<file path="config.mk">
export PLATFORM = sky130hd
export DESIGN_NAME = reservation_station
export DESIGN_NICKNAME = d
export VERILOG_FILES = /design/src/source/issue_pkg.sv /design/src/source/slot_picker.sv /design/src/source/reservation_station.sv
export VERILOG_INCLUDE_DIRS = /design/src /design/src/include
export SDC_FILE = /design/constraint.sdc
export NUM_CORES = 1
export LEC_CHECK = 0
export ABC_CLOCK_PERIOD_IN_PS = 10800
export BUFFER_PORTS_ARGS = -buffer_cell sky130_fd_sc_hd__buf_2
export CAP_MARGIN = 20
export CORE_ASPECT_RATIO = 0.8
export CORE_MARGIN = 5
export CORE_UTILIZATION = 55
export DETAILED_ROUTE_END_ITERATION = 10
export GPL_ROUTABILITY_DRIVEN = 0
export PLACE_DENSITY = 0.86
export SLEW_MARGIN = 5
export SYNTH_ARGS = -nofsm -noshare
export SYNTH_HDL_FRONTEND = slang
export SYNTH_SLANG_ARGS = --single-unit
</file>
<file path="constraint.sdc">
create_clock -name clk -period 10.8 [get_ports clk]
set_input_delay 1.08 -clock clk [delete_from_list [all_inputs] [get_ports clk]]
set_output_delay 1.08 -clock clk [all_outputs]
set_load 0.02 [all_outputs]
</file>
<file path="src/include/issue_settings.svh">
/* Issue stage widths and depths */

`ifndef ISSUE_SETTINGS_SVH
`define ISSUE_SETTINGS_SVH

// Data path width
`define ISSUE_XLEN 32

// Physical register tag width
`define ISSUE_PREG_BITS 6

// ROB tag, carried through untouched
`define ISSUE_ROB_BITS 5

// Entries per reservation station
`define ISSUE_RS_DEPTH 4

// Multiplier latency in cycles from issue to result
`define ISSUE_MUL_STAGES 2

`endif

</file>
<file path="src/source/issue_pkg.sv">
/* Issue stage types */

`include "issue_settings.svh"

package issue_pkg;

    typedef logic [`ISSUE_XLEN-1:0]      word_t;
    typedef logic [`ISSUE_PREG_BITS-1:0] preg_t;
    typedef logic [`ISSUE_ROB_BITS-1:0]  rob_t;

    typedef enum logic [2:0] {
        ALU_ADD,
        ALU_SUB,
        ALU_AND,
        ALU_OR,
        ALU_XOR,
        ALU_SLL,
        ALU_SRL,
        ALU_SLT
    } alu_op_e;

    typedef enum logic {
        FU_ALU,
        FU_MUL
    } fu_sel_e;

    // Source operand, value is only meaningful once received
    typedef struct packed {
        logic  received;
        preg_t tag;
        word_t value;
    } operand_t;

    typedef struct packed {
        fu_sel_e    fu;
        logic [3:0] op;
        rob_t       rob;
        preg_t      dst;
        operand_t   src1;
        operand_t   src2;
    } uop_t;

    typedef struct packed {
        alu_op_e op;
        rob_t    rob;
        preg_t   dst;
    } alu_payload_t;

    typedef struct packed {
        logic  signed_hi;
        rob_t  rob;
        preg_t dst;
    } mul_payload_t;

    typedef struct packed {
        word_t op1;
        word_t op2;
    } issue_pkt_t;

    typedef struct packed {
        preg_t dst;
        rob_t  rob;
        word_t value;
    } result_t;

endpackage

</file>
<file path="src/source/slot_picker.sv">
/* Lowest index slot picker */

module slot_picker #(
    parameter int WIDTH = 4,
    parameter int IDX_W = (WIDTH > 1) ? $clog2(WIDTH) : 1
) (
    input  logic [WIDTH-1:0] slots,
    output logic [IDX_W-1:0] index,
    output logic             none
);

    // Scan downward so the lowest set bit wins
    always_comb begin
        index = '0;
        for (int i = WIDTH - 1; i >= 0; i--) begin
            if (slots[i]) begin
                index = IDX_W'(i);
            end
        end
    end

    assign none = ~|slots;

endmodule

</file>
<file path="src/source/reservation_station.sv">
/* Reservation station with tag wakeup */

module reservation_station #(
    parameter int  DEPTH     = 4,
    parameter type payload_t = issue_pkg::alu_payload_t
) (
    input  logic                         clk,
    input  logic                         rst_n,

    input  logic                         alloc_valid,
    output logic                         alloc_ready,
    input  issue_pkg::operand_t [1:0]    alloc_ops,
    input  payload_t                     alloc_payload,

    input  logic                         bcast_valid,
    input  issue_pkg::result_t           bcast,

    output logic                         issue_valid,
    input  logic                         issue_ready,
    output issue_pkg::issue_pkt_t        issue_pkt,
    output payload_t                     issue_payload
);

    import issue_pkg::*;

    localparam int IDX_W = (DEPTH > 1) ? $clog2(DEPTH) : 1;

    logic [DEPTH-1:0] busy_q;
    operand_t [1:0]   ops_q [DEPTH];
    payload_t         pay_q [DEPTH];

    logic [DEPTH-1:0] ready_mask;
    logic [IDX_W-1:0] free_idx;
    logic [IDX_W-1:0] ready_idx;
    logic             none_free;
    logic             none_ready;

    // Capture the broadcast value when it carries the awaited tag
    function automatic operand_t snoop(operand_t op, logic bv, result_t b);
        operand_t res;
        res = op;
        if (bv && !op.received && (op.tag == b.dst)) begin
            res.received = 1'b1;
            res.value    = b.value;
        end
        return res;
    endfunction

    always_comb begin
        for (int i = 0; i < DEPTH; i++) begin
            ready_mask[i] = busy_q[i] & ops_q[i][0].received & ops_q[i][1].received;
        end
    end

    slot_picker #(
        .WIDTH (DEPTH),
        .IDX_W (IDX_W)
    ) i_free_picker (
        .slots (~busy_q),
        .index (free_idx),
        .none  (none_free)
    );

    slot_picker #(
        .WIDTH (DEPTH),
        .IDX_W (IDX_W)
    ) i_ready_picker (
        .slots (ready_mask),
        .index (ready_idx),
        .none  (none_ready)
    );

    assign alloc_ready   = ~none_free;
    assign issue_valid   = ~none_ready;
    assign issue_pkt.op1 = ops_q[ready_idx][0].value;
    assign issue_pkt.op2 = ops_q[ready_idx][1].value;
    assign issue_payload = pay_q[ready_idx];

    // Occupancy
    always_ff @(posedge clk) begin
        if (!rst_n) begin
            busy_q <= '0;
        end else begin
            if (issue_valid && issue_ready) begin
                busy_q[ready_idx] <= 1'b0;
            end
            if (alloc_valid && alloc_ready) begin
                busy_q[free_idx] <= 1'b1;
            end
        end
    end

    // Operand wakeup and allocation
    always_ff @(posedge clk) begin
        for (int i = 0; i < DEPTH; i++) begin
            if (busy_q[i]) begin
                ops_q[i][0] <= snoop(ops_q[i][0], bcast_valid, bcast);
                ops_q[i][1] <= snoop(ops_q[i][1], bcast_valid, bcast);
            end
        end
        // A new uop may see its source tag broadcast this very cycle
        if (alloc_valid && alloc_ready) begin
            ops_q[free_idx][0] <= snoop(alloc_ops[0], bcast_valid, bcast);
            ops_q[free_idx][1] <= snoop(alloc_ops[1], bcast_valid, bcast);
            pay_q[free_idx]    <= alloc_payload;
        end
    end

endmodule

</file>
* After elaboration in Yosys (flattened, before gate mapping)
Memory sizes are Yosys's and may differ from the RTL's. Index checks and enable logic that the tools add are counted.
Operators by class: $lt $le $gt $ge 4, eq/ne operators 10, mux-type cells 65, bitwise operators 12, reductions and logical operators 36
Operator list (count):
- 32-bit two-way mux | 20
- 6-bit equality test | 10
- 1-bit two-way mux | 32
- 1-bit logical AND | 24
- 2-bit two-way mux | 8
- 4-bit two-way mux | 3
- 1-bit zero test | 10
- 1-bit bitwise AND | 8
- 4-bit inverter | 2
- 4-bit OR reduction | 2
- 2-bit by 3-bit < comparator with 1-bit output (second input constant) | 2
- 4-bit bitwise AND | 1
- 1-bit demux with 2-bit select | 2
- 2-bit by 1-bit greater-or-equal comparator with 1-bit output (second input constant) | 2
- 4-bit OR | 1
Word-level totals: flip-flop bits (word level) 4, bits in writable memories 368, bits of input ports 140, memories kept 2
Memory list:
- ops_q | words 4, width 78, rd ports 5, clocked after memory_dff 0, write ports 5, RTL line reservation_station.sv:29 | operand_t [1:0] ops_q [DEPTH];
- pay_q | words 4, width 14, rd ports 1, clocked after memory_dff 0, write ports 1, RTL line reservation_station.sv:30 | payload_t pay_q [DEPTH];

* Logic depth before layout (Yosys ltp)
Gate-level depths: netlist of the first run.
depth in word-level cells 16, mapped depth 7

* By module
A second synthesis of the first run with hierarchy kept.
Unflattened totals: cells, all modules 937, area, all modules 17341.6 um^2
Modules (own cells, without submodules):
- reservation_station | times used 1, cells each 925, area each 17269.1 um^2, seq. area each 11130.7 um^2
- slot_picker | times used 2, cells each 6, area each 36.3 um^2, seq. area each 0.0 um^2

* Worst setup path before layout of the first run
Ideal clock, no wire load.
path kind input port to flip-flop, start point in bcast[42] (netlist bit), end point mem ops_q[0][0] (netlist bit), enable pin, setup time 0.466 ns, arrival time 4.253 ns, required time 10.334 ns, path slack 6.081 ns, stages 4, buffers on the path 1, cell sequence buf_4 xor2_1 or4_1 o21ai_0
RTL lines:
- from (decl) | RTL line reservation_station.sv:16 | input issue_pkg::result_t bcast,
- to (decl) | RTL line reservation_station.sv:29

==> flow_metrics.tcl, run 1 <==
set metrics [dict create \
    vias 11500 \
    grt_usage_pct 25.3 \
    routed_via_density 6.25 \
    start_util_pct 55.7 \
    finalSetupViolCount 0 \
    setup_tns_ns 0 \
    crit_type "reg -> out" \
    worstSetupStartpointType "flop" \
    worst_r2r_path_depth 5 \
    cts_resized 0 \
    power.density_mw_per_mm2 158 \
    syn-cell-area_sq_mm 0.0175 \
    crit_cells 5 \
    cts-htree-levels 2 \
    async_reset_ff_share_pct 0 \
    die_w_um 209 \
    min_path_type "reg -> reg" \
    post-route-min-period_ns 4.59 \
    max_slew_margin_pct 24.2 \
    whs_path_depth 2 \
    syn_nets 1327 \
    nets 1521 \
    synth_flop_cell "edfxtp_1" \
    grt-ovfl-total 0 \
    cts-root-buf "clkbuf_16" \
    hold_viol_final 0 \
    ant_nets 0 \
    io_pins 220 \
    cp_num_buf_inv 2 \
    met1_usage_pct 33.2 \
    drt_iter0_markers 1060 \
    grt_max_degree 81 \
    clk_pin_slew_worst_paths_ns 0.06 \
    numCtsBuffers 37 \
    antenna_found_initial 10 \
    clockBufferDepth 3 \
    syn_area_per_cell_sq_um 14.7 \
    clk_latency_ns 0.54 \
    dpl.hpwl_um 26800 \
    grt.busiest_layer "met2" \
    crit_path_max_fanout 45 \
    grtUsageMet3_pct 5.14 \
    peakVddDrop_uv 136 \
    core_sq_mm 0.0314 \
    first_global_vias 11700 \
    critPathCaptureType "output pin" \
    wire_per_inst_um 25.1 \
    rsz0062_at_grt "no" \
    seq_area_frac_synth_pct 63.6 \
    syn2layout_area_growth_pct 15.0 \
    rows 58 \
    cts.sinks 372 \
    cp.required_ns 9.72 \
    n_fill_cell 2267 \
    arrival_ns 3.51 \
    port_buffers 214 \
    cap_violations 0 \
    max_freq_ghz 0.218 \
    ys_seq_elements 372 \
    grt_util_met2_pct 43.4 \
    path_delay_family "simple AND/OR/NAND/NOR gates" \
    die_area_sq_mm 0.0355 \
    p_leak_nw 6.87 \
    cts_setup_buffers 0 \
    cts_tree "yes" \
    cpMaxStageDelayCell "nor2_4" \
    holdWs_ns 0.615 \
    crit_path_max_incr_delay_ns 0.91 \
    drv_slew 0 \
    outcome "finished, final reports clean" \
    finClkSkew_ns 0.0104 \
    utilization_pct 64.0 \
    final_layout_size_suffix_gt1_share_pct 39.9 \
    drc_errors 0 \
    cts_hold_buffers 0 \
    firstDrtPassIters 5 \
    synth_edf_count 368 \
    yosysWarnings 0 \
    grt_pass1_wl_um 69000 \
    synth_cell_types 42 \
    path_cells "nand3_1 -> nor2_4 -> buf_4 -> a221o_1 -> buf_2" \
    synthCells 1187 \
    wirelength_um 46200 \
    finalCritPeriodShare_pct 42.5 \
    die_h_um 170 \
    worstMarginPinSlew_ns 1.14 \
]
==> placed cells by master, fill, tap and decap left out, types with 13 or more instances in the layout <==
cell and count:
a21oi_1 81, clkinv_1 13, clkbuf_16 37, buf_4 23, nand3_1 83, edfxtp_1 368
xnor2_1 27, a221o_1 78, mux2_2 253, buf_2 214, nand2_1 82, xor2_1 33
==> Yosys cell counts (8+ instances only) <==
cell      count  share of area, %
clkbuf_1     48               1.0
xor2_1       33               1.7
xnor2_1      27               1.4
a221o_1      78               4.5
nand3_1      84               2.4
buf_6        14              0.90
mux2_2      253                16
inv_1         8              0.17
a21oi_1      84               2.4
buf_4        13              0.56
nand4_1      11              0.39
nand2b_1      9              0.32
edfxtp_1    368                63
nand2_1      84               1.8
==> metrics by stage <==
step | setup slack [ns] | area (sq um) | instances | power [mW]
after global placement | 6.90 | 19000 | 1762 | 2.00
after global routing | 6.13 | 20100 | 1834 | 3.29
after CTS | 6.28 | 20100 | 1830 | 3.20
final | 6.21 | 20100 | 1836 | 3.19
after floorplan | 6.08 | 17500 | 1187 | 1.89
after detailed placement | 6.86 | 19000 | 1762 | 2.02
==> sequential cells by signal, summed over array words and instances (netlist names) <==
register and count:
pay_q 56, ops_q 312, busy_q 4
==> area by class of cell <==
cell class / count / area, sq um / share of cell area (%)
multi-input combinational: 725 / 6070 / 30.1
clock inverter: 24 / 159 / 0.790
clock buffer: 44 / 952 / 4.73
tap: 420 / 526 / 2.61
timing repair buffer: 237 / 1240 / 6.18
sequential: 372 / 11100 / 55.3
antenna: 6 / 15.0 / 0.0746
inverter: 8 / 30.0 / 0.149
==> layer usage <==
metal  share of wire [%]  up-vias
met1                  40     5728
li1                    -     5064
met3                 9.0       86
met4                 1.9       10
met2                  49      591
met5                0.10        -
==> worst register-to-register path, cell delays in order, from the launching register on <==
cell	delay (ns)
dfxtp_1	0.49
nand3_1	0.16
or3b_1	0.56
a21oi_4	0.66
buf_4	0.41
mux2_2	0.40
==> final timing paths <==
path / to / startpoint / slack (ns)
min: busy_q[3]$_SDFF_PN0_ / busy_q[3]$_SDFF_PN0_ / 0.62
max: issue_pkt[15] / busy_q[1]$_SDFF_PN0_ / 6.21
max reg2reg: ops_q[3][7]$_DFFE_PP_ / busy_q[0]$_SDFF_PN0_ / 7.85
min reg2reg: busy_q[3]$_SDFF_PN0_ / busy_q[3]$_SDFF_PN0_ / 0.62
==> cells by family (layout without fill, tap and decap cells) <==
kind of cell / count (synthesis) / in the layout / synth area share, %
flip-flops: 372 / 372 / 63.6
AND/OR/NAND/NOR: 218 / 218 / 6.06
buffers and inverters: 90 / 313 / 2.84
AO/OA/AOI/OAI: 189 / 189 / 7.92
multiplexers: 258 / 258 / 16.6
XOR/XNOR: 60 / 60 / 3.00
other: 0 / 6 / 0
==> where the power goes <==
part           internal [mW]  switching, mW  total [mW]
clock                  0.660          0.540        1.20
sequential              1.65         0.0146        1.66
combinational          0.134          0.195       0.329
total                   2.44          0.750        3.19
(Power assumes the default switching activity.)
==> run 2: changes to the inputs <==
--- a/config.mk
+++ b/config.mk
@@ -6,15 +6,15 @@
 export SDC_FILE = /design/constraint.sdc
 export NUM_CORES = 1
 export LEC_CHECK = 0
-export ABC_CLOCK_PERIOD_IN_PS = 10800
+export ABC_CLOCK_PERIOD_IN_PS = 3720
 export BUFFER_PORTS_ARGS = -buffer_cell sky130_fd_sc_hd__buf_2
 export CAP_MARGIN = 20
 export CORE_ASPECT_RATIO = 0.8
 export CORE_MARGIN = 5
-export CORE_UTILIZATION = 55
+export CORE_UTILIZATION = 53
 export DETAILED_ROUTE_END_ITERATION = 10
 export GPL_ROUTABILITY_DRIVEN = 0
-export PLACE_DENSITY = 0.86
+export PLACE_DENSITY = 0.87
 export SLEW_MARGIN = 5
 export SYNTH_ARGS = -nofsm -noshare
 export SYNTH_HDL_FRONTEND = slang
==> constraint.sdc (replaced) <==
create_clock -name clk -period 3.72 [get_ports clk]
set_input_delay 0.372 -clock clk [delete_from_list [all_inputs] [get_ports clk]]
set_output_delay 0.372 -clock clk [all_outputs]
set_load 0.02 [all_outputs]
==> run 2 against run 1 <==
  * Final area up 1.0%
  * Sequential cell count unchanged
  * Non-clock buffer count up 10
  * First-iteration DRC count up 18%
==> flow_metrics.tcl, run 2 (synthesis gave the netlist of run 1 again) <==
set metrics [dict create \
    cts-htree-levels 2 \
    largest_reg_flops 312 \
    clk_latency_ns 0.54 \
    cap_violations 0 \
    arrival_ns 3.09 \
    final_common_cell "edfxtp_1" \
    cts_tree "yes" \
    core_sq_mm 0.0326 \
    peakVddDrop_uv 363 \
    wirelength_um 46300 \
    dp.cells 1779 \
    path_delay_family "buffers and inverters" \
    final_cell_count_no_fill 1857 \
    power.density_mw_per_mm2 470 \
    hold_viol_final 0 \
    final_layout_size_suffix_gt1_share_pct 40.6 \
    antenna_found_initial 15 \
    die_w_um 213 \
    grt_max_degree 81 \
    crit_path_max_fanout 78 \
    nets 1534 \
    worstMarginPinSlew_ns 1.12 \
    finalSetupViolCount 0 \
    regMostFlops "ops_q" \
    routed_via_density 6.18 \
    path_cells "and3_4 -> o21ai_4 -> buf_4 -> a221o_1 -> buf_2" \
    crit_type "reg -> out" \
    rows 59 \
    die_h_um 173 \
    cp.required_ns 3.35 \
    grt-ovfl-total 0 \
    rsz0062_at_grt "no" \
    start_util_pct 53.8 \
    grt_usage_pct 24.5 \
    worstSetupStartpointType "flop" \
    p_leak_nw 6.98 \
    vias 11500 \
    wire_per_inst_um 24.9 \
    reg_top3 "ops_q: 312 flops, pay_q: 56 flops, busy_q: 4 flops" \
    firstDrtPassIters 5 \
    crit_cells 5 \
    cts_setup_buffers 0 \
    drc_errors 0 \
    cts.sinks 372 \
    finalCritPeriodShare_pct 93.0 \
    worst_r2r_path_depth 5 \
    clk_pin_slew_worst_paths_ns 0.06 \
    clockBufferDepth 3 \
    setup_tns_ns 0 \
    max_freq_ghz 0.289 \
    cp_num_buf_inv 2 \
    io_pins 220 \
    cts_hold_buffers 0 \
    drt_iter0_markers 1256 \
    dpl.hpwl_um 27900 \
    drv_slew 0 \
    cts_resized 0 \
    min_path_type "in -> reg" \
    die_area_sq_mm 0.0368 \
    finClkSkew_ns 0.0255 \
    max_slew_margin_pct 25.5 \
    ant_nets 0 \
    final_cell_mix "edfxtp_1 (368), mux2_2 (253), buf_2 (214), nand3_1 (83), nand2_1 (82)" \
    cpMaxStageDelayCell "buf_4" \
    first_global_vias 11700 \
    crit_path_max_incr_delay_ns 0.80 \
    critPathCaptureType "output pin" \
    grt_pass1_wl_um 70000 \
    whs_path_depth 1 \
    outcome "finished, final reports clean" \
    post-route-min-period_ns 3.46 \
    cts-root-buf "clkbuf_16" \
    port_buffers 214 \
    numCtsBuffers 40 \
    syn2layout_area_growth_pct 16.2 \
]
## run 2: cell count changes in the layout (fill, tap and decap cells not counted), sizes merged
cell,change
inv,-1
clkbuf,+7
clkinv,-3
buf,+10
bufinv,+1
## run 2: final timing paths
kind / from / end / slack, ns
hold reg to reg: busy_q[3]$_SDFF_PN0_ / busy_q[3]$_SDFF_PN0_ / 0.57
setup / recovery: ops_q[3][38]$_DFFE_PP_ / issue_pkt[3] / 0.26
hold / removal: alloc_payload[0] / pay_q[3][0]$_DFFE_PP_ / 0.05
setup reg to reg: busy_q[0]$_SDFF_PN0_ / ops_q[2][10]$_DFFE_PP_ / 0.94
## run 2: area by class of cell
cell class                 count  area (sq um)
antenna                        6          15.0
clock buffer                  51          1060
clock inverter                21           159
fill                        2370         12200
inverter                       8          30.0
multi-input combinational    725          6070
sequential                   372         11100
tap                          427           534
timing repair buffer         247          1330
## run 2: power breakdown
part	internal, mW	leakage, nW	total [mW]	switching, mW
registers	4.78	3.41	4.82	0.0424
clock network	2.16	0.589	3.78	1.61
logic	0.393	2.98	0.957	0.564
## run 2: stage by stage
stage	total power, mW	hold slack, ns	instance area, sq um	util, %	setup slack [ns]
after global placement	5.82	0.552	19100	58.6	0.822
final	9.55	0.0480	20300	62.5	0.260
after CTS	9.59	0.0187	20300	62.4	0.212
after global routing	9.85	0.0292	20300	62.5	0.155
after detailed placement	5.86	0.563	19100	58.6	0.779
after floorplan	5.48	0.470	17500	-	0.574
## run 2: per-layer routing
metal | vias to the layer above | GRT usage [%] | share of wire [%]
li1 | 5085 | - | -
met1 | 5691 | 33.9 | 40
met2 | 584 | 39.7 | 48
met3 | 89 | 5.51 | 9.6
met4 | 18 | 6.49 | 2.2
met5 | - | 0 | 0.20
