==> src/include/issue_settings.svh <==
/* Issue stage widths and depths */

`ifndef ISSUE_SETTINGS_SVH
`define ISSUE_SETTINGS_SVH

// Data path width
`define ISSUE_XLEN 32

// Physical register tag width
`define ISSUE_PREG_BITS 6

// ROB tag, carried through untouched
`define ISSUE_ROB_BITS 5

// Entries per reservation station
`define ISSUE_RS_DEPTH 4

// Multiplier latency in cycles from issue to result
`define ISSUE_MUL_STAGES 2

`endif

==> src/source/issue_pkg.sv <==
/* Issue stage types */

`include "issue_settings.svh"

package issue_pkg;

    typedef logic [`ISSUE_XLEN-1:0]      word_t;
    typedef logic [`ISSUE_PREG_BITS-1:0] preg_t;
    typedef logic [`ISSUE_ROB_BITS-1:0]  rob_t;

    typedef enum logic [2:0] {
        ALU_ADD,
        ALU_SUB,
        ALU_AND,
        ALU_OR,
        ALU_XOR,
        ALU_SLL,
        ALU_SRL,
        ALU_SLT
    } alu_op_e;

    typedef enum logic {
        FU_ALU,
        FU_MUL
    } fu_sel_e;

    // Source operand, value is only meaningful once received
    typedef struct packed {
        logic  received;
        preg_t tag;
        word_t value;
    } operand_t;

    typedef struct packed {
        fu_sel_e    fu;
        logic [3:0] op;
        rob_t       rob;
        preg_t      dst;
        operand_t   src1;
        operand_t   src2;
    } uop_t;

    typedef struct packed {
        alu_op_e op;
        rob_t    rob;
        preg_t   dst;
    } alu_payload_t;

    typedef struct packed {
        logic  signed_hi;
        rob_t  rob;
        preg_t dst;
    } mul_payload_t;

    typedef struct packed {
        word_t op1;
        word_t op2;
    } issue_pkt_t;

    typedef struct packed {
        preg_t dst;
        rob_t  rob;
        word_t value;
    } result_t;

endpackage

==> src/source/result_bus.sv <==
/* Result broadcast arbiter */

module result_bus (
    input  logic                 mul_valid,
    input  issue_pkg::result_t   mul_result,

    input  logic                 alu_valid,
    input  issue_pkg::result_t   alu_result,
    output logic                 alu_grant,

    input  logic                 ext_valid,
    input  issue_pkg::result_t   ext_result,
    output logic                 ext_ready,

    output logic                 bcast_valid,
    output issue_pkg::result_t   bcast
);

    // One hot, bit 2 is mul, bit 1 alu, bit 0 external
    logic [2:0] grant;

    assign grant[2] = mul_valid;
    assign grant[1] = alu_valid & ~mul_valid;
    assign grant[0] = ext_valid & ~mul_valid & ~alu_valid;

    assign alu_grant   = grant[1];
    assign ext_ready   = grant[0];
    assign bcast_valid = |grant;

    always_comb begin
        if (grant[2]) begin
            bcast = mul_result;
        end else if (grant[1]) begin
            bcast = alu_result;
        end else begin
            bcast = ext_result;
        end
    end

endmodule

==> config.mk <==
export PLATFORM = sky130hd
export DESIGN_NAME = result_bus
export DESIGN_NICKNAME = d
export VERILOG_FILES = /design/src/source/issue_pkg.sv /design/src/source/result_bus.sv
export VERILOG_INCLUDE_DIRS = /design/src /design/src/include
export SDC_FILE = /design/constraint.sdc
export NUM_CORES = 1
export LEC_CHECK = 0
export BUFFER_PORTS_ARGS = -buffer_cell sky130_fd_sc_hd__clkbuf_2
export CAP_MARGIN = 20
export CORE_AREA = 2 2 69 71
export DETAILED_ROUTE_END_ITERATION = 10
export DIE_AREA = 0 0 71 73
export PLACE_DENSITY = 0.69
export SETUP_SLACK_MARGIN = 0.15
export SLEW_MARGIN = 20
export SYNTH_ARGS = -nofsm -noshare
export SYNTH_HDL_FRONTEND = slang
export SYNTH_SLANG_ARGS = --single-unit
==> constraint.sdc <==
create_clock -name vclk -period 1.5
set_input_delay 0.075 -clock vclk [all_inputs]
set_output_delay 0.075 -clock vclk [all_outputs]
set_load 0.005 [all_outputs]
* Yosys cells after proc, flatten, opt, wreduce, memory -nomap -nowiden
Index checks and enable logic that the tools add are counted.
** Storage, ports and cells
- Logic and storage cells :: 8
- Bits in registers :: 0
- Input port bits :: 132
- Output and inout bits :: 46
** Cells by class
- Muxes and demuxes :: 2
- Reductions and logical operators :: 1
- Bitwise gates (word level) :: 5
** Operators with widths (count)
- 43-bit two-way mux :: 2
- 1-bit AND :: 3
- 3-bit OR reduction :: 1
- 1-bit inverter :: 2

* Longest topological paths before layout
Gate-level depths: netlist of run 1.
- Depth after elaboration :: 4
- Gate-level depth with buffers :: 5
- Gate-level depth less buffers :: 2

* Least setup slack after synthesis of run 1
Ideal clock, no wire load.
- Kind :: in2out
- From :: input alu_valid
- To :: output bcast[10] in the netlist's numbering
- Path slack :: 0.797 ns
- Buffers on the path :: 2
- Required time :: 1.425 ns
- Cell stages on the path :: 4
- Arrival time :: 0.628 ns
- Cells stage by stage :: buf_6 -> buf_12 -> mux2i_1 -> o21ai_1
** RTL lines
- start, declared :: RTL line result_bus.sv:7 : input logic alu_valid,
- end, declared :: RTL line result_bus.sv:16 : output issue_pkg::result_t bcast

==> tab_implementation.tex, run 1 <==
\begin{tabular}{lr}
\hline
Metric & Value \\
\hline
\multicolumn{2}{l}{\textbf{Worst setup path}} \\
\quad Category of the critical setup timing path & in -> out \\
\quad Required time of the worst setup path & 1.42 ns \\
\quad Worst path arrival time & approximately 1 ns \\
\quad CP Launch Type & primary input \\
\quad Worst setup EP type & primary output \\
\quad Maximum fanout count along the critical path & 50 \\
\multicolumn{2}{l}{\textbf{Cells and area}} \\
\quad Antenna diode count & 0 \\
\quad Area Growth Syn to Fin & 87.3\% \\
\quad Register Area & 0 um\^{}2 \\
\quad Count of clock buffers in the final design & 0 \\
\quad Final design area excluding fillers & around 1800 um\^{}2 \\
\quad Net count of the finished layout & around 450 \\
\quad Layout cell share with drive strength beyond 1 & 0.578 \\
\quad Count of sequential standard cells & 0 \\
\multicolumn{2}{l}{\textbf{Placement}} \\
\quad Count of buffers from port buffering & 178 \\
\quad Post-detailed-placement cell area & between 1500 and 2000 um\^{}2 \\
\quad RD Place Congestion & 0.721 \\
\quad Setup slack at placement & just under 0.4 ns \\
\quad DP Wirelength & $\sim$3400 um \\
\multicolumn{2}{l}{\textbf{Routing}} \\
\quad Average detailed-routed wire length per instance & about 10 um \\
\quad Overall via count from detail\_route & 1615 \\
\quad Count of antenna-violating nets left after detailed routing & 0 \\
\quad Number of vias per cell after detailed routing & 4.40 \\
\quad DRC & 0 \\
\quad Wire length reported by the detailed router & 3790 um \\
\quad DRT Pass-1 Iters & 3 \\
\quad Count of routing violations after the opening detailed-route iteration & 39 \\
\multicolumn{2}{l}{\textbf{Floorplanning}} \\
\quad Starting Density & 0.214 \\
\quad Horiz. Die Dim & 71 um \\
\quad Core Footprint & between 4000 and 5000 um\^{}2 \\
\quad Number of ports placed on the die boundary & $\sim$180 \\
\quad Site row count & 25 \\
\quad Die footprint & $\sim$5200 um\^{}2 \\
\quad Height of the die & 73 um \\
\multicolumn{2}{l}{\textbf{STA}} \\
\quad Setup repair after global routing missed its margin & no \\
\quad Period Utilization, post-route & 0.721 \\
\quad Slew at the pin closest to its max-slew limit & $\sim$0.43 ns \\
\quad Highest attainable clock frequency & between 900 and 1000 MHz \\
\quad Period minus WS final & approximately 1.1 ns \\
\quad Endpoints failing hold & 0 \\
\quad Smallest setup slack after layout & 0.419 ns \\
\quad Total negative slack for setup checks & 0 ns \\
\quad Max Slew Vio Count & 0 \\
\quad Final setup viols & 0 \\
\quad Slew headroom & 0.716 \\
\multicolumn{2}{l}{\textbf{Power and ir drop}} \\
\quad Worst VDD drop & 0.000123 V \\
\quad Static Leakage & 0.00117 uW \\
\quad Cell area power density & around 280 nW/um\^{}2 \\
\multicolumn{2}{l}{\textbf{Clock network}} \\
\quad Quantity of hold-fixing buffers added after cts & 0 \\
\quad Post-CTS setup buffers & 0 \\
\quad Post\_cts resized & 0 \\
\multicolumn{2}{l}{\textbf{Logic synthesis}} \\
\quad Mapped Nets & about 280 \\
\quad Cell variety after synth & 12 \\
\quad Netlist area before placement & about 970 um\^{}2 \\
\quad Post-Synthesis Mean Instance Area & roughly 6.6 um\^{}2 \\
\quad Cells after synthesis & about 150 \\
\quad Cell type contributing the most total cell area after synthesis & sky130\_fd\_sc\_hd\_\_mux2i\_1 \\
\quad Synth top area share & 0.443 \\
\quad Sequential-to-total area share from yosys stat & 0 \\
\quad Commonest cells in the synthesized netlist & sky130\_fd\_sc\_hd\_\_mux2i\_1, sky130\_fd\_sc\_hd\_\_nand2\_1, sky130\_fd\_sc\_hd\_\_o21ai\_1 \\
\quad Count of yosys warnings during synthesis & 0 \\
\quad Top cells by area in the synthesized netlist & sky130\_fd\_sc\_hd\_\_mux2i\_1, sky130\_fd\_sc\_hd\_\_o21ai\_1, sky130\_fd\_sc\_hd\_\_nand2\_1 \\
\multicolumn{2}{l}{\textbf{Min path}} \\
\quad Worst min-delay path class & in -> out \\
\multicolumn{2}{l}{\textbf{Outcome}} \\
\quad Result of the run & complete, no violations \\
\multicolumn{2}{l}{\textbf{Global routing}} \\
\quad Antenna violations before repair & 0 \\
\quad Remaining global-route overflow & 0 \\
\quad Number of global-route vias before repair & around 1300 \\
\quad Global-route wire length before repair & roughly 5600 um \\
\quad Largest net degree at the start of global routing & slightly above 50 \\
\quad Overall fraction of global-route tracks in use & 0.126 \\
\multicolumn{2}{l}{\textbf{Job}} \\
\quad \# Max-Cap Violations & 0 \\
\hline
\end{tabular}
[per-layer routing]
layer | up-vias | wire (um) | GRT usage
met5 | - | 0 | 0
met4 | 0 | 0 | 0
met3 | 0 | 476 | 0.0207
li1 | 846 | - | -
met1 | 670 | 1300 | 0.128
met2 | 99 | 2020 | 0.277
[stage by stage]
step | util | std cells | hold slack [ns] | total power, uW
4_1_cts | 0.401 | 367 | 0.415 | 512
5_1_grt | 0.401 | 367 | 0.444 | 565
3_5_place_dp | 0.401 | 367 | 0.415 | 511
2_1_floorplan | - | 147 | 0.237 | 249
6_report | 0.401 | 367 | 0.412 | 504
3_3_place_gp | 0.401 | 367 | 0.413 | 501
[worst paths after layout]
path | from | end | slack (ns) | depth (start not counted)
hold / removal | ext_valid | bcast_valid | 0.41 | 3
setup / recovery | mul_valid | bcast[3] | 0.42 | 5
[layout make-up]
type,instances,area (um^2)
well taps,54,67.6
repair buffers,181,926
fillers,476,2720
multi-input cells,132,827
[layout by cell type, fill, tap and decap left out]
master,count
sky130_fd_sc_hd__mux2i_1,43
sky130_fd_sc_hd__o21ai_0,5
sky130_fd_sc_hd__nor3b_1,1
sky130_fd_sc_hd__clkbuf_2,178
sky130_fd_sc_hd__buf_4,2
sky130_fd_sc_hd__or3_1,1
sky130_fd_sc_hd__o21ai_1,38
sky130_fd_sc_hd__buf_12,1
sky130_fd_sc_hd__nor2b_1,1
sky130_fd_sc_hd__nand2_1,43
[critical path: stages]
cell and delay, ns:
sky130_fd_sc_hd__clkbuf_2 0.17, sky130_fd_sc_hd__buf_4 0.40, sky130_fd_sc_hd__nand2_1 0.11, sky130_fd_sc_hd__o21ai_0 0.09
sky130_fd_sc_hd__clkbuf_2 0.13
[report_power, final]
part           switching [uW]  internal, uW  total [uW]
registers                   0             0           0
logic                     217           287         504
clock network               0             0           0
[cells by family (layout without fill, tap and decap cells)]
kind of cell           count (synthesis)  count (layout)  share of synthesized area
AO/OA/AOI/OAI                         43              43                      0.221
buffers and inverters                 15             181                      0.149
multiplexers                          43              43                      0.443
AND/OR/NAND/NOR                       46              46                      0.187
Power figures use the tool's default switching activity.
==> run 2, diff against run 1 <==
--- a/config.mk
+++ b/config.mk
@@ -8,10 +8,10 @@
 export LEC_CHECK = 0
 export BUFFER_PORTS_ARGS = -buffer_cell sky130_fd_sc_hd__clkbuf_2
 export CAP_MARGIN = 20
-export CORE_AREA = 2 2 69 71
+export CORE_AREA = 2 2 68 70
 export DETAILED_ROUTE_END_ITERATION = 10
-export DIE_AREA = 0 0 71 73
-export PLACE_DENSITY = 0.69
+export DIE_AREA = 0 0 70 72
+export PLACE_DENSITY = 0.71
 export SETUP_SLACK_MARGIN = 0.15
 export SLEW_MARGIN = 20
 export SYNTH_ARGS = -nofsm -noshare
==> constraint.sdc (replaced) <==
create_clock -name vclk -period 1
set_input_delay 0.05 -clock vclk [all_inputs]
set_output_delay 0.05 -clock vclk [all_outputs]
set_load 0.005 [all_outputs]
==> run 2 against run 1 <==
Net effect:
- worst hold slack worse by 0.032 ns
- total power up 74%
- wire length is 19% higher
- core utilization is 7.8 points higher
- combinational power is 74% higher
- final cell count increased by 1.4%
- global-route usage grew 2.5 points
- die area is 2.8% lower
- first-iteration DRC count increased by 77%
- critical path type unchanged
- critical endpoint is now bcast_valid
- highest routed layer is now met4
==> tab_implementation.tex, run 2 (same netlist as run 1, synthesis figures left out) <==
\begin{tabular}{lr}
\hline
Metric & Value \\
\hline
\multicolumn{2}{l}{\textbf{Cells and area}} \\
\quad Register Area & 0 um\^{}2 (unchanged) \\
\quad Final-layout fill cell count & 436 (-8.4\%) \\
\quad Count of sequential standard cells & 0 (unchanged) \\
\quad Combined area of the multi-input logic cells & 836 um\^{}2 (+1.1\%) \\
\quad Net count of the finished layout & 454 (+1.6\%) \\
\quad Area Growth Syn to Fin & 110\% \\
\quad Count of clock buffers in the final design & 0 (unchanged) \\
\quad Antenna diode count & 0 (unchanged) \\
\quad Most frequent cells in the layout & sky130\_fd\_sc\_hd\_\_clkbuf\_2, sky130\_fd\_sc\_hd\_\_nand2\_1, sky130\_fd\_sc\_hd\_\_mux2i\_1 \\
\quad Share of the core filled with cells in the final layout & 0.479 (+0.0781) \\
\quad Layout cell share with drive strength beyond 1 & 0.594 (+0.0155) \\
\quad Most common library cell in the layout ignoring fill and taps & sky130\_fd\_sc\_hd\_\_clkbuf\_2 \\
\multicolumn{2}{l}{\textbf{Global routing}} \\
\quad Largest net degree at the start of global routing & 52 (+2.0\%) \\
\quad Overall fraction of global-route tracks in use & 0.151 (+0.0251) \\
\quad Global-route wire length before repair & 6560 um (+18\%) \\
\quad Antenna violations before repair & 0 (unchanged) \\
\quad Remaining global-route overflow & 0 (unchanged) \\
\quad Number of global-route vias before repair & 1516 (+13\%) \\
\multicolumn{2}{l}{\textbf{STA}} \\
\quad Slew headroom & 0.896 (+0.181) \\
\quad Setup repair after global routing missed its margin & yes \\
\quad Final setup viols & 0 (unchanged) \\
\quad Period minus WS final & between 0.8 and 0.9 ns \\
\quad Smallest setup slack after layout & 0.170 ns (-0.249 ns) \\
\quad Max Slew Vio Count & 0 (unchanged) \\
\quad Endpoints failing hold & 0 (unchanged) \\
\quad Period Utilization, post-route & 0.830 \\
\quad Highest attainable clock frequency & approximately 1200 MHz \\
\quad Total negative slack for setup checks & 0 ns (unchanged) \\
\quad Slew at the pin closest to its max-slew limit & 0.151 ns (-0.275 ns) \\
\multicolumn{2}{l}{\textbf{Worst setup path}} \\
\quad Worst setup EP type & primary output \\
\quad Required time of the worst setup path & 0.95 ns (-0.47 ns) \\
\quad Maximum fanout count along the critical path & 7 (-86\%) \\
\quad CP Launch Type & primary input \\
\quad Crit-path cells & buf\_12 -> buf\_12 -> or3\_1 -> clkbuf\_2 \\
\quad Slowest stage cell, crit path & sky130\_fd\_sc\_hd\_\_or3\_1 \\
\quad Largest stage delay, worst path & 0.34 ns (-0.06 ns) \\
\quad Worst path arrival time & 0.78 ns (-0.23 ns) \\
\quad Library cell appearing most often on the critical path & sky130\_fd\_sc\_hd\_\_buf\_12 \\
\quad Category of the critical setup timing path & in -> out \\
\multicolumn{2}{l}{\textbf{Power and ir drop}} \\
\quad Total power & 875 uW (+74\%) \\
\quad Static Leakage & 0.00127 uW (+8.5\%) \\
\quad Cell area power density & 428 nW/um\^{}2 (+55\%) \\
\quad Worst VDD drop & 0.000181 V (+47\%) \\
\multicolumn{2}{l}{\textbf{Outcome}} \\
\quad Result of the run & complete, no violations \\
\multicolumn{2}{l}{\textbf{Min path}} \\
\quad Worst min-delay path class & in -> out \\
\multicolumn{2}{l}{\textbf{Floorplanning}} \\
\quad Starting Density & 0.228 (+0.0136) \\
\quad Height of the die & 72 um (-1.4\%) \\
\quad Core Footprint & 4260 um\^{}2 (-6.0\%) \\
\quad Die footprint & 5040 um\^{}2 (-2.8\%) \\
\quad Number of ports placed on the die boundary & 178 (unchanged) \\
\quad Site row count & 24 (-4.0\%) \\
\quad Horiz. Die Dim & 70 um (-1.4\%) \\
\multicolumn{2}{l}{\textbf{Routing}} \\
\quad Count of routing violations after the opening detailed-route iteration & 69 (+77\%) \\
\quad Number of vias per cell after detailed routing & 4.44 (+0.79\%) \\
\quad DRT Pass-1 Iters & 4 (+1) \\
\quad DRC & 0 (unchanged) \\
\quad Overall via count from detail\_route & 1650 (+2.2\%) \\
\quad Wire length reported by the detailed router & 4520 um (+19\%) \\
\quad Average detailed-routed wire length per instance & 12.1 um (+18\%) \\
\quad Count of antenna-violating nets left after detailed routing & 0 (unchanged) \\
\multicolumn{2}{l}{\textbf{Placement}} \\
\quad RD Place Congestion & 0.704 (-2.5\%) \\
\quad Setup slack at placement & 0.0865 ns (-0.309 ns) \\
\quad Count of buffers from port buffering & 178 (unchanged) \\
\quad DP Wirelength & 3540 um (+5.4\%) \\
\multicolumn{2}{l}{\textbf{Job}} \\
\quad \# Max-Cap Violations & 0 (unchanged) \\
\hline
\end{tabular}
run 2: changes by cell type in the layout (fill, tap and decap cells not counted), moves of 2 or more:
| cell | before | now |
|---|---|---|
| sky130_fd_sc_hd__clkbuf_2 | 178 | 176 |
| sky130_fd_sc_hd__o21ai_1 | 38 | 41 |
| sky130_fd_sc_hd__buf_4 | 2 | 0 |
| sky130_fd_sc_hd__buf_12 | 1 | 5 |
| sky130_fd_sc_hd__buf_16 | 0 | 2 |
| sky130_fd_sc_hd__o21ai_0 | 5 | 2 |
| sky130_fd_sc_hd__clkbuf_16 | 0 | 4 |
run 2: area by class of cell:
type	count	share of cell area
Multi-Input combinational cell	132	0.409
Tap cell	52	0.0318
Timing Repair Buffer	188	0.559
run 2: path summary, 6_finish.rpt:
| check | from | endpoint | slack (ns) | depth (start not counted) |
|---|---|---|---|---|
| worst min-delay path | mul_result[12] | bcast[12] | 0.38 | 4 |
| worst max-delay path | alu_valid | bcast_valid | 0.17 | 4 |
run 2: where the power goes:
part	leakage (uW)	internal, uW	switching, uW	total, uW
clock	0	0	0	0
combinational	0.00127	517	358	875
sequential	0	0	0	0
run 2: worst max-delay path, delay by kind of cell:
family | cells | cell delay [ns]
buffers and inverters | 3 | 0.39
AND/OR/NAND/NOR | 1 | 0.34
run 2: through the flow:
| step | area, um^2 | hold WS (ns) | cells |
|---|---|---|---|
| 2_1_floorplan | 972 | 0.187 | 147 |
| 3_3_place_gp | 1860 | 0.377 | 366 |
| 3_5_place_dp | 1860 | 0.381 | 366 |
| 4_1_cts | 1930 | 0.383 | 368 |
| 5_1_grt | 2040 | 0.402 | 372 |
| 6_report | 2040 | 0.380 | 372 |
run 2: what timing repair did:
item,4_1_cts,5_1_grt
setup buffers,0,0
hold buffers,0,0
resized for setup,4,9
setup endpoints to repair,30,37
cloned,2,4
run 2: metal layers:
metal / global-route usage / vias to the layer above / wire length, um
li1: - / 868 / -
met1: 0.171 / 686 / 1680
met2: 0.304 / 92 / 2370
met3: 0.0278 / 4 / 430
met4: 0.0107 / 0 / 36
met5: 0 / - / 0
==> run 3, diff against run 2 <==
==> constraint.sdc (replaced) <==
create_clock -name vclk -period 0.8
set_input_delay 0.04 -clock vclk [all_inputs]
set_output_delay 0.04 -clock vclk [all_outputs]
set_load 0.005 [all_outputs]
==> run 3 against run 2 <==
Net effect:
- the flow now finishes with violations (setup timing)
- design area rose by 7.3%
- sequential cell count did not move
- core utilization rose by 3.5 points
- sequential share of layout area did not move
- critical endpoint unchanged
- largest power group unchanged
==> tab_implementation.tex, run 3 (same netlist as run 1, synthesis figures left out) <==
\begin{tabular}{lr}
\hline
Metric & Value \\
\hline
\multicolumn{2}{l}{\textbf{Placement}} \\
\quad Post-detailed-placement cell area & 1870 um\^{}2 (+0.40\%) \\
\quad DP Wirelength & 3530 um (-0.28\%) \\
\quad Count of buffers from port buffering & 178 (unchanged) \\
\quad RD Place Congestion & 0.706 (+0.36\%) \\
\multicolumn{2}{l}{\textbf{Global routing}} \\
\quad Remaining global-route overflow & 0 (unchanged) \\
\quad Antenna violations before repair & 0 (unchanged) \\
\quad Global-route wire length before repair & 7190 um (+9.6\%) \\
\quad Largest net degree at the start of global routing & 27 (-48\%) \\
\quad Number of global-route vias before repair & 1651 (+8.9\%) \\
\quad Overall fraction of global-route tracks in use & 0.168 (+0.0172) \\
\multicolumn{2}{l}{\textbf{STA}} \\
\quad Slew at the pin closest to its max-slew limit & 0.177 ns (+0.0262 ns) \\
\quad Smallest setup slack after layout & -0.0277 ns (-0.197 ns) \\
\quad Period minus WS final & approximately 0.83 ns \\
\quad Worst hold slack after final layout & 0.355 ns (-0.0245 ns) \\
\quad Final setup viols & 2 (+2) \\
\quad Setup repair after global routing missed its margin & yes \\
\quad Highest attainable clock frequency & about 1200 MHz \\
\quad Slew headroom & 0.879 (-0.0169) \\
\quad Period Utilization, post-route & 1.03 \\
\quad Endpoints failing hold & 0 (unchanged) \\
\quad Max Slew Vio Count & 0 (unchanged) \\
\multicolumn{2}{l}{\textbf{Min path}} \\
\quad Worst min-delay path class & in -> out \\
\multicolumn{2}{l}{\textbf{Cells and area}} \\
\quad Antenna diode count & 0 (unchanged) \\
\quad Most common library cell in the layout ignoring fill and taps & sky130\_fd\_sc\_hd\_\_clkbuf\_2 \\
\quad Layout cell share with drive strength beyond 1 & 0.617 (+0.0235) \\
\quad Most frequent cells in the layout & sky130\_fd\_sc\_hd\_\_clkbuf\_2, sky130\_fd\_sc\_hd\_\_nand2\_1, sky130\_fd\_sc\_hd\_\_mux2i\_1, sky130\_fd\_sc\_hd\_\_o21ai\_1, sky130\_fd\_sc\_hd\_\_buf\_16 \\
\quad Final design area excluding fillers & 2190 um\^{}2 (+7.3\%) \\
\quad Area Growth Syn to Fin & 126\% \\
\quad Net count of the finished layout & 458 (+0.88\%) \\
\quad Share of the core filled with cells in the final layout & 0.514 (+0.0349) \\
\quad Count of clock buffers in the final design & 0 (unchanged) \\
\quad Register Area & 0 um\^{}2 (unchanged) \\
\quad Count of sequential standard cells & 0 (unchanged) \\
\multicolumn{2}{l}{\textbf{Outcome}} \\
\quad Violated checks & setup timing \\
\quad Result of the run & complete, but fails checks \\
\multicolumn{2}{l}{\textbf{Floorplanning}} \\
\quad Height of the die & 72 um (unchanged) \\
\quad Number of ports placed on the die boundary & 178 (unchanged) \\
\quad Starting Density & 0.228 (unchanged) \\
\quad Site row count & 24 (unchanged) \\
\quad Core Footprint & 4260 um\^{}2 (unchanged) \\
\quad Die footprint & 5040 um\^{}2 (unchanged) \\
\quad Horiz. Die Dim & 70 um (unchanged) \\
\multicolumn{2}{l}{\textbf{Power and ir drop}} \\
\quad Clk network pwr share & 0 (unchanged) \\
\quad Net switching component of the power & 480 uW (+34\%) \\
\quad Internal power contribution & 722 uW (+40\%) \\
\quad Sequential power share & 0 (unchanged) \\
\quad Cell area power density & 548 nW/um\^{}2 (+28\%) \\
\quad Worst VDD drop & 0.000271 V (+49\%) \\
\quad Net switching share of the total power & 0.399 (-0.00961) \\
\quad Static Leakage & 0.00134 uW (+5.3\%) \\
\quad Combinational fraction of design power & 1.000 (about the same) \\
\multicolumn{2}{l}{\textbf{Routing}} \\
\quad Count of routing violations after the opening detailed-route iteration & 61 (-12\%) \\
\quad Number of vias per cell after detailed routing & 4.55 (+2.7\%) \\
\quad DRC & 0 (unchanged) \\
\quad Overall via count from detail\_route & 1712 (+3.8\%) \\
\quad Average detailed-routed wire length per instance & 12.9 um (+6.2\%) \\
\quad Count of antenna-violating nets left after detailed routing & 0 (unchanged) \\
\quad Wire length reported by the detailed router & 4850 um (+7.4\%) \\
\quad DRT Pass-1 Iters & 4 (unchanged) \\
\multicolumn{2}{l}{\textbf{Worst setup path}} \\
\quad Worst path arrival time & 0.79 ns (about the same) \\
\quad Maximum fanout count along the critical path & 8 (+1) \\
\quad Worst setup EP type & primary output \\
\quad Crit-path cells & clkbuf\_16 -> buf\_16 -> or3\_1 -> clkbuf\_2 \\
\quad CP Launch Type & primary input \\
\quad Slowest stage cell, crit path & sky130\_fd\_sc\_hd\_\_or3\_1 \\
\quad Category of the critical setup timing path & in -> out \\
\quad Crit path to & bcast\_valid \\
\quad Worst path bufs/invs & 3 (unchanged) \\
\quad Critical Path Start & alu\_valid \\
\quad Largest delay contributor family on the critical path & buffers and inverters \\
\quad Largest stage delay, worst path & 0.30 ns (-0.04 ns) \\
\quad Depth of the critical timing path with buffers and inverters included & 4 (unchanged) \\
\quad Required time of the worst setup path & 0.76 ns (-0.19 ns) \\
\multicolumn{2}{l}{\textbf{Clock network}} \\
\quad Post-CTS setup buffers & 0 (unchanged) \\
\quad Quantity of hold-fixing buffers added after cts & 0 (unchanged) \\
\multicolumn{2}{l}{\textbf{Job}} \\
\quad \# Max-Cap Violations & 0 (unchanged) \\
\hline
\end{tabular}
-- run 3: through the flow --
| step | setup TNS [ns] | cells | total power [uW] | setup slack [ns] |
|---|---|---|---|---|
| final | -0.0291 | 376 | 1200 | -0.0277 |
| after global routing | -0.928 | 376 | 1320 | -0.0441 |
| after CTS | -0.0243 | 374 | 1170 | -0.0156 |
| after detailed placement | -1.50 | 367 | 991 | -0.0795 |
| after global placement | -0.784 | 367 | 971 | -0.0611 |
| after floorplan | 0 | 147 | 466 | 0.167 |
-- run 3: worst min path at each step --
stage	from	endpoint	depth (start not counted)
after floorplan	ext_valid	bcast_valid	1
after global placement	mul_result[1]	bcast[1]	4
after detailed placement	mul_result[42]	bcast[42]	4
after CTS	mul_result[35]	bcast[35]	4
after global routing	mul_result[35]	bcast[35]	4
final	mul_result[35]	bcast[35]	4
-- run 3: power by group through the flow --
stage	Sequential (uW)	Clock, uW	Combinational, uW
finish	0	0	1200
floorplan	0	0	466
global placement	0	0	971
CTS	0	0	1170
global route	0	0	1320
detailed placement	0	0	991
-- run 3: final cells by class --
type,instances,area [um^2]
fillers,416,2070
multi-input cells,132,862
well taps,52,65.1
repair buffers,192,1270
-- run 3: metal layers --
metal | up-vias | track usage | wire, um
li1 | 876 | - | -
met1 | 743 | 0.190 | 1890
met2 | 91 | 0.346 | 2580
met3 | 2 | 0.0208 | 372
met4 | 0 | 0.0128 | 13
met5 | - | 0 | 0
-- run 3: repair_timing --
action,CTS,global route
pin swaps,3,3
hold endpoints to repair,0,0
setup endpoints to repair,46,46
resized for setup,21,10
cloned,7,2
